## src/logic/gw_pkg.sv

```systemverilog
package gw_pkg;

  ////////////////////////////////////////
  // Sizes

  localparam int default_num_columns = 8;
  localparam int default_decay_max   = 31;
  localparam int default_decay_show  = 16;
  localparam int default_num_digits  = 9;

  ////////////////////////////////////////
  // Types

  typedef enum logic {
    sm510 = 1'b0,
    sm5a  = 1'b1
  } cpu_kind_t;

  typedef struct packed {
    logic dpad_up;
    logic dpad_down;
    logic dpad_left;
    logic dpad_right;
    logic button_a;
    logic button_b;
    logic button_x;
    logic button_y;
    logic trig_l;
    logic trig_r;
    logic start;
    logic select;
  } buttons_t;

  // Index 0..7 are key columns S0..S7
  typedef struct packed {
    logic [3:0]  index;
    logic [31:0] data;
  } cfg_wr_t;

  typedef struct packed {
    logic [15:0] a;
    logic [15:0] b;
    logic        bs;
  } sm510_seg_t;

  typedef logic [default_num_digits-1:0][3:0] w_digits_t;

  typedef struct packed {
    logic [3:0] line_select;
    logic [3:0] column;
    logic [1:0] row;
    logic       has_segment;
  } seg_query_t;

  ////////////////////////////////////////
  // Control codes

  localparam logic [6:0] ctl_dpad_up      = 7'd0;
  localparam logic [6:0] ctl_dpad_down    = 7'd1;
  localparam logic [6:0] ctl_dpad_left    = 7'd2;
  localparam logic [6:0] ctl_dpad_right   = 7'd3;
  localparam logic [6:0] ctl_button_b     = 7'd4;
  localparam logic [6:0] ctl_button_a     = 7'd5;
  localparam logic [6:0] ctl_button_y     = 7'd6;
  localparam logic [6:0] ctl_button_x     = 7'd7;
  localparam logic [6:0] ctl_trig_l       = 7'd12;
  localparam logic [6:0] ctl_select       = 7'd13;
  localparam logic [6:0] ctl_start        = 7'd14;
  localparam logic [6:0] ctl_trig_r       = 7'd16;
  localparam logic [6:0] ctl_lstick_up    = 7'd17;
  localparam logic [6:0] ctl_lstick_down  = 7'd18;
  localparam logic [6:0] ctl_lstick_left  = 7'd19;
  localparam logic [6:0] ctl_lstick_right = 7'd20;
  localparam logic [6:0] ctl_rstick_up    = 7'd21;
  localparam logic [6:0] ctl_rstick_down  = 7'd22;
  localparam logic [6:0] ctl_rstick_left  = 7'd23;
  localparam logic [6:0] ctl_rstick_right = 7'd24;
  localparam logic [6:0] ctl_unused       = 7'd127;

  localparam logic [3:0]  cfg_idx_beta    = 4'd8;
  localparam logic [3:0]  cfg_idx_ba      = 4'd9;
  localparam logic [31:0] cfg_unused_word = {4{1'b0, ctl_unused}};

  // Bit 7 of the code inverts the control
  function automatic logic map_control(logic [7:0] code, buttons_t btn);
    logic hit;
    case (code[6:0])
      ctl_dpad_up, ctl_lstick_up:       hit = btn.dpad_up;
      ctl_dpad_down, ctl_lstick_down:   hit = btn.dpad_down;
      ctl_dpad_left, ctl_lstick_left:   hit = btn.dpad_left;
      ctl_dpad_right, ctl_lstick_right: hit = btn.dpad_right;
      ctl_button_b, ctl_rstick_down:    hit = btn.button_b;
      ctl_button_a, ctl_rstick_right:   hit = btn.button_a;
      ctl_button_y, ctl_rstick_left:    hit = btn.button_y;
      ctl_button_x, ctl_rstick_up:      hit = btn.button_x;
      ctl_trig_l:                       hit = btn.trig_l;
      ctl_select:                       hit = btn.select;
      ctl_start:                        hit = btn.start;
      ctl_trig_r:                       hit = btn.trig_r;
      ctl_unused:                       hit = 1'b0;
      default:                          hit = 1'b0;
    endcase
    return code[7] ? ~hit : hit;
  endfunction

endpackage

```

## src/logic/gw_input_decode.sv

```systemverilog
`timescale 1ns/100ps

module gw_input_decode
  import gw_pkg::*;
#(
  parameter int num_columns = 8
) (
  input  logic       clk_sys_131_072,
  input  logic       reset,
  input  logic       cfg_valid,
  output logic       cfg_ready,
  input  cfg_wr_t    cfg,
  input  buttons_t   buttons,
  input  cpu_kind_t  cpu_kind,
  input  logic [7:0] strobe_s,
  input  logic [3:0] strobe_r,
  output logic [3:0] input_k,
  output logic       input_beta,
  output logic       input_ba
);

  localparam int sel_w = (num_columns > 1) ? $clog2(num_columns) : 1;

  logic [31:0] col_cfg [num_columns];
  logic [7:0]  beta_cfg;
  logic [7:0]  ba_cfg;

  // Comb
  logic [31:0] active_cfg;

  ////////////////////////////////////////
  // Config registers

  always_ff @(posedge clk_sys_131_072) begin
    if (reset) begin
      for (int i = 0; i < num_columns; i++) begin
        col_cfg[i] <= cfg_unused_word;
      end
      beta_cfg  <= cfg_unused_word[7:0];
      ba_cfg    <= cfg_unused_word[7:0];
      cfg_ready <= 1'b0;
    end else begin
      cfg_ready <= 1'b1;
      if (cfg_valid && cfg_ready) begin
        if (cfg.index == cfg_idx_beta) begin
          beta_cfg <= cfg.data[7:0];
        end else if (cfg.index == cfg_idx_ba) begin
          ba_cfg <= cfg.data[7:0];
        end else if (int'(cfg.index) < num_columns) begin
          col_cfg[cfg.index[sel_w-1:0]] <= cfg.data;
        end
      end
    end
  end

  ////////////////////////////////////////
  // Active column

  // Lowest strobe wins, S0 when idle
  always_comb begin
    active_cfg = col_cfg[0];
    if (cpu_kind == sm5a) begin
      // R1..R3 pick S0..S2
      for (int i = 3; i >= 1; i--) begin
        if (strobe_r[i]) begin
          active_cfg = col_cfg[i-1];
        end
      end
    end else begin
      for (int i = num_columns - 1; i >= 0; i--) begin
        if (strobe_s[i]) begin
          active_cfg = col_cfg[i];
        end
      end
    end
  end

  ////////////////////////////////////////
  // Registered CPU inputs

  always_ff @(posedge clk_sys_131_072) begin
    if (reset) begin
      input_k    <= 4'h0;
      input_beta <= 1'b0;
      input_ba   <= 1'b0;
    end else begin
      // Byte n drives K bit n
      input_k <= {
        map_control(active_cfg[31:24], buttons),
        map_control(active_cfg[23:16], buttons),
        map_control(active_cfg[15:8], buttons),
        map_control(active_cfg[7:0], buttons)
      };
      input_beta <= map_control(beta_cfg, buttons);
      input_ba   <= map_control(ba_cfg, buttons);
    end
  end

  // Only S0..S7, beta and BA exist
  a_cfg_index_range: assert property (
    @(posedge clk_sys_131_072) disable iff (reset)
    cfg_valid && cfg_ready |-> cfg.index <= cfg_idx_ba
  ) else $error("config write to index %0d", cfg.index);

endmodule

```

## src/logic/gw_segment_capture.sv

```systemverilog
`timescale 1ns/100ps

module gw_segment_capture
  import gw_pkg::*;
#(
  parameter int num_digits = 9,
  parameter int decay_max  = 31,
  parameter int decay_show = 16
) (
  input  logic             clk_sys_131_072,
  input  logic             reset,
  input  logic [1:0]       lcd_h_index,
  input  sm510_seg_t       seg_live,
  input  w_digits_t        w_prime_live,
  input  w_digits_t        w_main_live,
  input  logic             tick_1khz,
  input  logic             vblank,
  output logic [3:0][15:0] seg_cache_a,
  output logic [3:0][15:0] seg_cache_b,
  output logic [3:0]       seg_cache_bs,
  output w_digits_t        w_prime_shown,
  output w_digits_t        w_main_shown
);

  localparam int cnt_w = $clog2(decay_max + 1);

  // Segment sets as last driven for each H
  sm510_seg_t seg_store [4];

  // Index 0 is W, index 1 is W'
  w_digits_t  w_store [2];
  w_digits_t  w_shown [2];
  logic [cnt_w-1:0] decay [2][num_digits][4];

  logic vblank_prev;
  logic tick_prev;

  // Comb
  logic vblank_rise;
  logic tick_rise;
  logic over_max;

  assign vblank_rise = vblank && !vblank_prev;
  assign tick_rise   = tick_1khz && !tick_prev;

  ////////////////////////////////////////
  // Capture and SM510 cache

  always_ff @(posedge clk_sys_131_072) begin
    if (reset) begin
      vblank_prev  <= 1'b0;
      tick_prev    <= 1'b0;
      seg_cache_a  <= '0;
      seg_cache_b  <= '0;
      seg_cache_bs <= '0;
      for (int h = 0; h < 4; h++) begin
        seg_store[h] <= '0;
      end
      w_store[0] <= '0;
      w_store[1] <= '0;
    end else begin
      vblank_prev <= vblank;
      tick_prev   <= tick_1khz;

      seg_store[lcd_h_index] <= seg_live;

      // Odd H carries W', even H carries W
      if (lcd_h_index[0]) begin
        w_store[1] <= w_prime_live;
      end else begin
        w_store[0] <= w_main_live;
      end

      if (vblank_rise) begin
        for (int h = 0; h < 4; h++) begin
          seg_cache_a[h]  <= seg_store[h].a;
          seg_cache_b[h]  <= seg_store[h].b;
          seg_cache_bs[h] <= seg_store[h].bs;
        end
      end
    end
  end

  ////////////////////////////////////////
  // W/W' persistence

  always_ff @(posedge clk_sys_131_072) begin
    if (reset) begin
      w_shown[0] <= '0;
      w_shown[1] <= '0;
      for (int k = 0; k < 2; k++) begin
        for (int i = 0; i < num_digits; i++) begin
          for (int j = 0; j < 4; j++) begin
            decay[k][i][j] <= '0;
          end
        end
      end
    end else if (tick_rise) begin
      for (int k = 0; k < 2; k++) begin
        for (int i = 0; i < num_digits; i++) begin
          for (int j = 0; j < 4; j++) begin
            // Lit segments charge up, dark ones bleed off
            if (w_store[k][i][j] && decay[k][i][j] < decay_max) begin
              decay[k][i][j] <= decay[k][i][j] + 1'b1;
            end else if (!w_store[k][i][j] && decay[k][i][j] > 0) begin
              decay[k][i][j] <= decay[k][i][j] - 1'b1;
            end
            // Uses the count from before this tick
            w_shown[k][i][j] <= decay[k][i][j] > decay_show;
          end
        end
      end
    end
  end

  assign w_main_shown  = w_shown[0];
  assign w_prime_shown = w_shown[1];

  always_comb begin
    over_max = 1'b0;
    for (int k = 0; k < 2; k++) begin
      for (int i = 0; i < num_digits; i++) begin
        for (int j = 0; j < 4; j++) begin
          over_max |= decay[k][i][j] > decay_max;
        end
      end
    end
  end

  a_decay_bounded: assert property (
    @(posedge clk_sys_131_072) disable iff (reset)
    !over_max
  ) else $error("decay counter above %0d", decay_max);

endmodule

```

## src/logic/gw_segment_lookup.sv

```systemverilog
`timescale 1ns/100ps

module gw_segment_lookup
  import gw_pkg::*;
#(
  parameter int num_digits = 9
) (
  input  logic             clk_sys_131_072,
  input  logic             reset,
  input  cpu_kind_t        cpu_kind,
  input  logic             query_valid,
  output logic             query_ready,
  input  seg_query_t       query,
  input  logic [3:0][15:0] seg_cache_a,
  input  logic [3:0][15:0] seg_cache_b,
  input  logic [3:0]       seg_cache_bs,
  input  w_digits_t        w_prime_shown,
  input  w_digits_t        w_main_shown,
  output logic             resp_valid,
  input  logic             resp_ready,
  output logic             display_segment
);

  // Comb
  logic hit;

  always_comb begin
    hit = 1'b0;
    if (query.has_segment) begin
      if (cpu_kind == sm5a) begin
        // Line select is the digit, column the bit within it
        if (int'(query.line_select) < num_digits && query.column[3:2] == 2'b00) begin
          if (query.row == 2'd1) begin
            hit = w_prime_shown[query.line_select][query.column[1:0]];
          end else begin
            hit = w_main_shown[query.line_select][query.column[1:0]];
          end
        end
      end else begin
        case (query.line_select)
          4'd0:    hit = seg_cache_a[query.row][query.column];
          4'd1:    hit = seg_cache_b[query.row][query.column];
          4'd2:    hit = seg_cache_bs[query.row];
          default: hit = 1'b0;
        endcase
      end
    end
  end

  ////////////////////////////////////////
  // Response register

  // Accept while empty or draining
  assign query_ready = !resp_valid || resp_ready;

  always_ff @(posedge clk_sys_131_072) begin
    if (reset) begin
      resp_valid <= 1'b0;
    end else if (query_valid && query_ready) begin
      resp_valid <= 1'b1;
    end else if (resp_ready) begin
      resp_valid <= 1'b0;
    end
  end

  always_ff @(posedge clk_sys_131_072) begin
    if (query_valid && query_ready) begin
      display_segment <= hit;
    end
  end

  a_resp_held: assert property (
    @(posedge clk_sys_131_072) disable iff (reset)
    resp_valid && !resp_ready |=> resp_valid && $stable(display_segment)
  ) else $error("response changed under back-pressure");

endmodule

```

## src/logic/gw_lcd_front.sv

```systemverilog
`timescale 1ns/100ps

module gw_lcd_front
  import gw_pkg::*;
#(
  parameter int num_columns = default_num_columns,
  parameter int decay_max   = default_decay_max,
  parameter int decay_show  = default_decay_show,
  parameter int num_digits  = default_num_digits
) (
  input  logic       clk_sys_131_072,
  input  logic       reset,
  // Configuration port
  input  logic       cfg_valid,
  output logic       cfg_ready,
  input  cfg_wr_t    cfg,
  // From the CPU side
  input  buttons_t   buttons,
  input  cpu_kind_t  cpu_kind,
  input  logic [7:0] strobe_s,
  input  logic [3:0] strobe_r,
  output logic [3:0] input_k,
  output logic       input_beta,
  output logic       input_ba,
  input  logic [1:0] lcd_h_index,
  input  sm510_seg_t seg_live,
  input  w_digits_t  w_prime_live,
  input  w_digits_t  w_main_live,
  input  logic       tick_1khz,
  input  logic       vblank,
  // Mask queries
  input  logic       query_valid,
  output logic       query_ready,
  input  seg_query_t query,
  output logic       resp_valid,
  input  logic       resp_ready,
  output logic       display_segment
);

  logic [3:0][15:0] seg_cache_a;
  logic [3:0][15:0] seg_cache_b;
  logic [3:0]       seg_cache_bs;
  w_digits_t        w_prime_shown;
  w_digits_t        w_main_shown;

  gw_input_decode #(
    .num_columns(num_columns)
  ) i_decode (
    .clk_sys_131_072(clk_sys_131_072),
    .reset          (reset),
    .cfg_valid      (cfg_valid),
    .cfg_ready      (cfg_ready),
    .cfg            (cfg),
    .buttons        (buttons),
    .cpu_kind       (cpu_kind),
    .strobe_s       (strobe_s),
    .strobe_r       (strobe_r),
    .input_k        (input_k),
    .input_beta     (input_beta),
    .input_ba       (input_ba)
  );

  gw_segment_capture #(
    .num_digits(num_digits),
    .decay_max (decay_max),
    .decay_show(decay_show)
  ) i_capture (
    .clk_sys_131_072(clk_sys_131_072),
    .reset          (reset),
    .lcd_h_index    (lcd_h_index),
    .seg_live       (seg_live),
    .w_prime_live   (w_prime_live),
    .w_main_live    (w_main_live),
    .tick_1khz      (tick_1khz),
    .vblank         (vblank),
    .seg_cache_a    (seg_cache_a),
    .seg_cache_b    (seg_cache_b),
    .seg_cache_bs   (seg_cache_bs),
    .w_prime_shown  (w_prime_shown),
    .w_main_shown   (w_main_shown)
  );

  gw_segment_lookup #(
    .num_digits(num_digits)
  ) i_lookup (
    .clk_sys_131_072(clk_sys_131_072),
    .reset          (reset),
    .cpu_kind       (cpu_kind),
    .query_valid    (query_valid),
    .query_ready    (query_ready),
    .query          (query),
    .seg_cache_a    (seg_cache_a),
    .seg_cache_b    (seg_cache_b),
    .seg_cache_bs   (seg_cache_bs),
    .w_prime_shown  (w_prime_shown),
    .w_main_shown   (w_main_shown),
    .resp_valid     (resp_valid),
    .resp_ready     (resp_ready),
    .display_segment(display_segment)
  );

endmodule

```

## config.mk

```make
export PLATFORM = sky130hd
export DESIGN_NAME = gw_lcd_front
export DESIGN_NICKNAME = d
export VERILOG_FILES = /design/src/logic/gw_pkg.sv /design/src/logic/gw_input_decode.sv /design/src/logic/gw_segment_capture.sv /design/src/logic/gw_segment_lookup.sv /design/src/logic/gw_lcd_front.sv
export SDC_FILE = /design/constraint.sdc
export NUM_CORES = 2
export LEC_CHECK = 0
export BUFFER_PORTS_ARGS = -buffer_cell sky130_fd_sc_hd__buf_2
export CORE_ASPECT_RATIO = 1.5
export CORE_UTILIZATION = 45
export CTS_CLUSTER_DIAMETER = 50
export DETAILED_ROUTE_END_ITERATION = 10
export PLACE_DENSITY = 0.72
export SLEW_MARGIN = 20
export SYNTH_ARGS = -nofsm -noshare
export SYNTH_HDL_FRONTEND = slang
export SYNTH_SLANG_ARGS = --single-unit
```

## constraint.sdc

```tcl
create_clock -name clk_sys_131_072 -period 8.1 [get_ports clk_sys_131_072]
set_clock_uncertainty 0.15 [all_clocks]
set_input_delay 2.43 -clock clk_sys_131_072 [delete_from_list [all_inputs] [get_ports clk_sys_131_072]]
set_output_delay 2.43 -clock clk_sys_131_072 [all_outputs]
set_load 0.01 [all_outputs]
```

# [After elaboration in Yosys (flattened, before gate mapping)]
# Memory sizes are Yosys's and may differ from the RTL's. A register that Yosys moved wholly into a read port is not among the register bits.
# Cells that the tools add are included.
[op_classes] n_reduce_logical=286 addsub=144 n_mux=944 magnitude_cmp=222 bitwise_logic=225 eq_ne=119
[ops] op="two-way mux 1 bit" n=762
[ops] op="two-way mux 5 bit" n=144
[ops] op="two-way mux 32 bit" n=13
[ops] op="equality test 7 x 5 -> 1 bit, second input constant" n=54
[ops] op="adder 5 x 1 -> 5 bit, second input constant" n=72
[ops] op="greater-than comparator 5 x 1 -> 1 bit, second input constant" n=72
[ops] op="greater-than comparator 5 bit, second input constant" n=72
[ops] op="< comparator 5 bit, second input constant" n=72
[ops] op="subtractor 5 x 1 -> 5 bit, second input constant" n=72
[ops] op="OR 1 bit" n=218
[ops] op="equality test 7 x 3 -> 1 bit, second input constant" n=24
[ops] op="logical AND 1 bit" n=149
[ops] op="equality test 7 x 4 -> 1 bit, second input constant" n=18
[ops] op="OR reduction 2 bit" n=48
[ops] op="equality test 7 x 2 -> 1 bit, second input constant" n=12
[ops] op="logical NOT 1 bit" n=75
[ops] op="two-way mux 36 bit" n=2
[ops] op="case mux 1 bit (12 select lines)" n=6
[ops] op="binary-select mux 16 bit (select 2 bit)" n=2
[ops] op="equality test 7 x 1 -> 1 bit, second input constant" n=6
[ops] op="logical NOT 7 bit" n=6
[ops] op="two-way mux 33 bit" n=1
[ops] op="OR reduction 33 bit" n=1
[ops] op="binary-select mux 4 bit (select 4 bit)" n=2
[ops] op="other kinds (22)" n=37
[word_totals] input_bits=186 mem_bits_rw=892 ff_bits=27 n_memories=5 elab_cells=1955 output_inout_bits=10
[mem_list] name="i_capture.decay" words=2 word_bits=180 read_ports=2 rd_clocked_by_memory_dff=0 wr=2 line="gw_segment_capture.sv:33" rtl="logic [cnt_w-1:0] decay [2][num_digits][4];"
[mem_list] name="i_decode.col_cfg" words=8 word_bits=32 read_ports=8 rd_clocked_by_memory_dff=0 wr=8 line="gw_input_decode.sv:24" rtl="logic [31:0] col_cfg [num_columns];"
[mem_list] name="i_capture.seg_store" words=4 word_bits=33 read_ports=4 rd_clocked_by_memory_dff=4 wr=4 line="gw_segment_capture.sv:28" rtl="sm510_seg_t seg_store [4];"
[mem_list] name="i_capture.w_shown" words=2 word_bits=36 read_ports=2 rd_clocked_by_memory_dff=0 wr=2 line="gw_segment_capture.sv:32" rtl="w_digits_t w_shown [2];"
[mem_list] name="i_capture.w_store" words=2 word_bits=36 read_ports=2 rd_clocked_by_memory_dff=0 wr=2 line="gw_segment_capture.sv:31" rtl="w_digits_t w_store [2];"

# [Depth between registers and ports, before layout]
# An unclocked memory read counts as a cell.
[logic_depth] depth_word=16 depth_mapped=14 mapped_depth_nobuf=11

# [Hierarchy]
# From an unflattened synthesis, not the netlist that was laid out.
[hier_totals] cells_unflattened=5340 hier_area_um2=57943.1
[modules_own_cells] module="gw_segment_capture" seq_area_each_um2=21780.9 cells_each=3734 area_per_inst_um2=40483.8 n_inst=1
[modules_own_cells] module="gw_input_decode" seq_area_each_um2=8147.8 cells_each=1424 area_per_inst_um2=15462.3 n_inst=1
[modules_own_cells] module="gw_segment_lookup" seq_area_each_um2=50.0 cells_each=182 area_per_inst_um2=1996.9 n_inst=1

# [Least setup slack after synthesis]
# No wires, ideal clock.
[synth_timing] path_type="input to register" from="input port tick_1khz" to="memory i_capture.w_shown[0][0] in the netlist's numbering (enable)" t_required_ns=7.348 n_path_buf=0 path_slack_ns=-0.194 arrival_time_ns=7.542 setup_time_ns=0.602 cell_stages=2 path_cell_list="inv_1 -> o21ai_0"
[synth_rtl] item="from (decl)" line="gw_lcd_front.sv:29" rtl="input logic tick_1khz,"
[synth_rtl] item="to (decl)" line="gw_segment_capture.sv:32"

==> reports/results.tsv <==
metric	value	unit
status	completed	
CP endpoint kind	flop	
die height	438	um
initial DRC count	2942	
first-pass GRT wire length	229000	um
Multi-input gate area	0.0247	sq mm
layout cell share with drive strength beyond 1	0.123	
worst-path maximum fanout	56	
RSZ-0062 raised after global routing	false	
worst-margin pin slew	1.08	ns
Final setup viols	0	
post_cts resized	0	
first-pass iteration count of the detailed router	6	
hold buffer count at CTS	0	
DR WL met2	74200	um
largest net degree at the start of global routing	98	
max layer used	met5	
met1 WL	54900	um
Critical Path RT	8.42	ns
Slew Viols, Final	0	
H-tree depth	3	
FF+latch count, synth	1051	
CTS root buf	clkbuf_16	
CTS max path bufs	3	
DR vias/cell	5.79	
post-DR wirelength/cell	20.8	um
final non-filler cell total	7057	
fmax	169	MHz
port bufs	194	
Worst Reg2Reg Path Length in Cells	10	
Critical Path Source Type	primary input	
total routed wirelength	147000	um
starting density of the core	0.454	
dominant cell type by area after synthesis	edfxtp_1	
Synth top area share	0.471	
crit path kind	primary input to flop	
number of synthesized flops with an enable pin	893	
via count	40800	
TritonCTS Buffers	113	
P&R area growth vs syn	11.2	%
Power Density	248	mW/mm^2
final setup TNS	0	ns
CTS tree	done	
mapped cell area	0.0569	sq mm
Core Rows	159	
maximum VDD drop	243	uV
sinks on the clock net	1051	
number of I/O pins	196	
library cells used by synthesis	105	
DP Wirelength	95900	um
vias in the first global route	41300	
routability-driven placement congestion ratio	0.901	
largest cells by area after synthesis	edfxtp_1, dfxtp_1, ha_1, nand2_1, nor2_1	
fill cell count	10900	
Fin. Hold Viols	0	
Finished Core Util	0.505	
postcts setup bufs	0	
met3 WL	9840	um
Die Wd	292	um
Tcrit/Tclk final	0.728	
antenna-violating nets left	0	
Storage cell area	0.0300	sq mm
P_leak	0.0250	uW
Post-Synthesis Cells	5221	
Worst slew margin	0.277	
Mean Syn Cell Area	10.9	sq um
min-delay worst type	flop to flop	
dpl cell area	0.0594	sq mm
nets	5805	
Worst-path clk slew	0.06	ns
Clock Latency Late Sink	0.74	ns
Max-Cap Viols	0	
Synth Flop Type	edfxtp_1	
remaining global-route overflow	0	
Hold Path Depth	2	
share of the yosys chip area belonging to registers	0.527	
DRC	0	
YS warnings	0	
DP Cell Count	6830	
global-route usage over all layers	0.229	
fin crit period	5.90	ns
antenna violations before repair	16	
DIE AREA	0.128	sq mm
ys async rst share	0	
final instance area	0.0633	sq mm
Tot Pwr	15700	uW
Syn Nets	5691	
Critical Path AT	6.22	ns
Core ar.	0.125	sq mm
where the power goes:
part / internal [uW] / total [uW] / leakage (uW) / switching [uW]
Clock: 3040 / 5350 / 0.00187 / 2310
Sequential: 6800 / 7340 / 0.0101 / 544
Combinational: 1290 / 2980 / 0.0130 / 1690
cell families (layout without fill, tap and decap cells):
logic type	count (synthesis)	in the layout	synth area share
buf+inv	592	806	0.0419
fa+ha+maj	284	284	0.0717
xor+xnor	241	241	0.0371
flops	1051	1051	0.527
other cells	0	12	0
simple gates	1965	1965	0.174
mux	141	141	0.0380
compound gates	947	947	0.110
synthesized netlist by cell type (all sizes together), types with 10 or more instances:
cell type,n
ha,214
a221oi,16
or3,122
o21a,10
or4,56
fa,70
nor3,78
and2,131
or2,120
clkbuf,168
inv,335
a221o,13
mux4,59
buf,88
xnor2,78
mux2i,74
nor2,458
o311ai,30
xor2,163
a22oi,15
o221ai,22
nor4,30
and3,92
o22ai,18
nor2b,143
a211oi,44
nand4,57
edfxtp,893
a31oi,41
o211ai,50
a21oi,326
nand2,504
nand2b,76
a21o,138
nand3b,16
dfxtp,158
o22a,11
nand3,52
o21ai,134
placed cells by master, fill, tap and decap left out, types with 117 or more instances in the layout:
cell type,count
or2_2,117
and2_1,131
a21o_1,138
ha_1,214
nand2_1,502
nor2_1,452
o21ai_0,117
buf_2,193
or3_1,122
dfxtp_1,158
a21oi_1,324
xor2_1,163
inv_1,331
nor2b_1,142
edfxtp_1,893
cell type report:
| cell class | count | share of cell area |
|---|---|---|
| flip-flops and latches | 1051 | 0.474 |
| multi-input cells | 3578 | 0.390 |
| clock buffers | 137 | 0.0474 |
| well taps | 1610 | 0.0318 |
| repair buffers | 255 | 0.0229 |
| inverters | 336 | 0.0200 |
| clock inverters | 78 | 0.0138 |
| diodes | 12 | 0.000474 |
worst paths after layout:
kind / startpoint / endpoint / slack (ns)
max reg2reg: i_capture.tick_prev / i_capture.decay[0][178] / 4.00
min: i_capture.seg_cache_b[38] / i_capture.seg_cache_b[38] / 0.30
max: reset / i_capture.decay[0][178] / 2.20
min reg2reg: i_capture.seg_cache_b[38] / i_capture.seg_cache_b[38] / 0.30
sequential cells by signal, summed over array words and instances (netlist names), 64 cells and up:
name	flops
i_capture.w_store	72
i_capture.seg_cache_a	64
i_decode.col_cfg	256
i_capture.decay	360
i_capture.w_shown	72
i_capture.seg_store	132
i_capture.seg_cache_b	64
worst max-delay path, stage by stage:
cell	delay, ns
buf_8	0.36
or3b_4	0.78
a211o_1	0.24
inv_1	0.13
a31oi_1	0.37
nand4_1	0.16
nor4_1	0.37
and3_4	0.65
nor2_1	0.21
a32oi_1	0.26
o221ai_1	0.14
metrics by stage:
stage	setup slack, ns	hold slack, ns
6_report	2.20	0.301
5_1_grt	1.92	0.314
4_1_cts	2.22	0.303
3_5_place_dp	1.41	0.294
3_3_place_gp	1.55	0.289
2_1_floorplan	1.72	0.283
metal layers:
metal / GRT usage / vias up
li1: - / 19100
met1: 0.257 / 19900
met2: 0.409 / 1435
met3: 0.0409 / 468
met4: 0.122 / 12
met5: 0 / -
No activity file was read; power rests on OpenSTA's default activity.
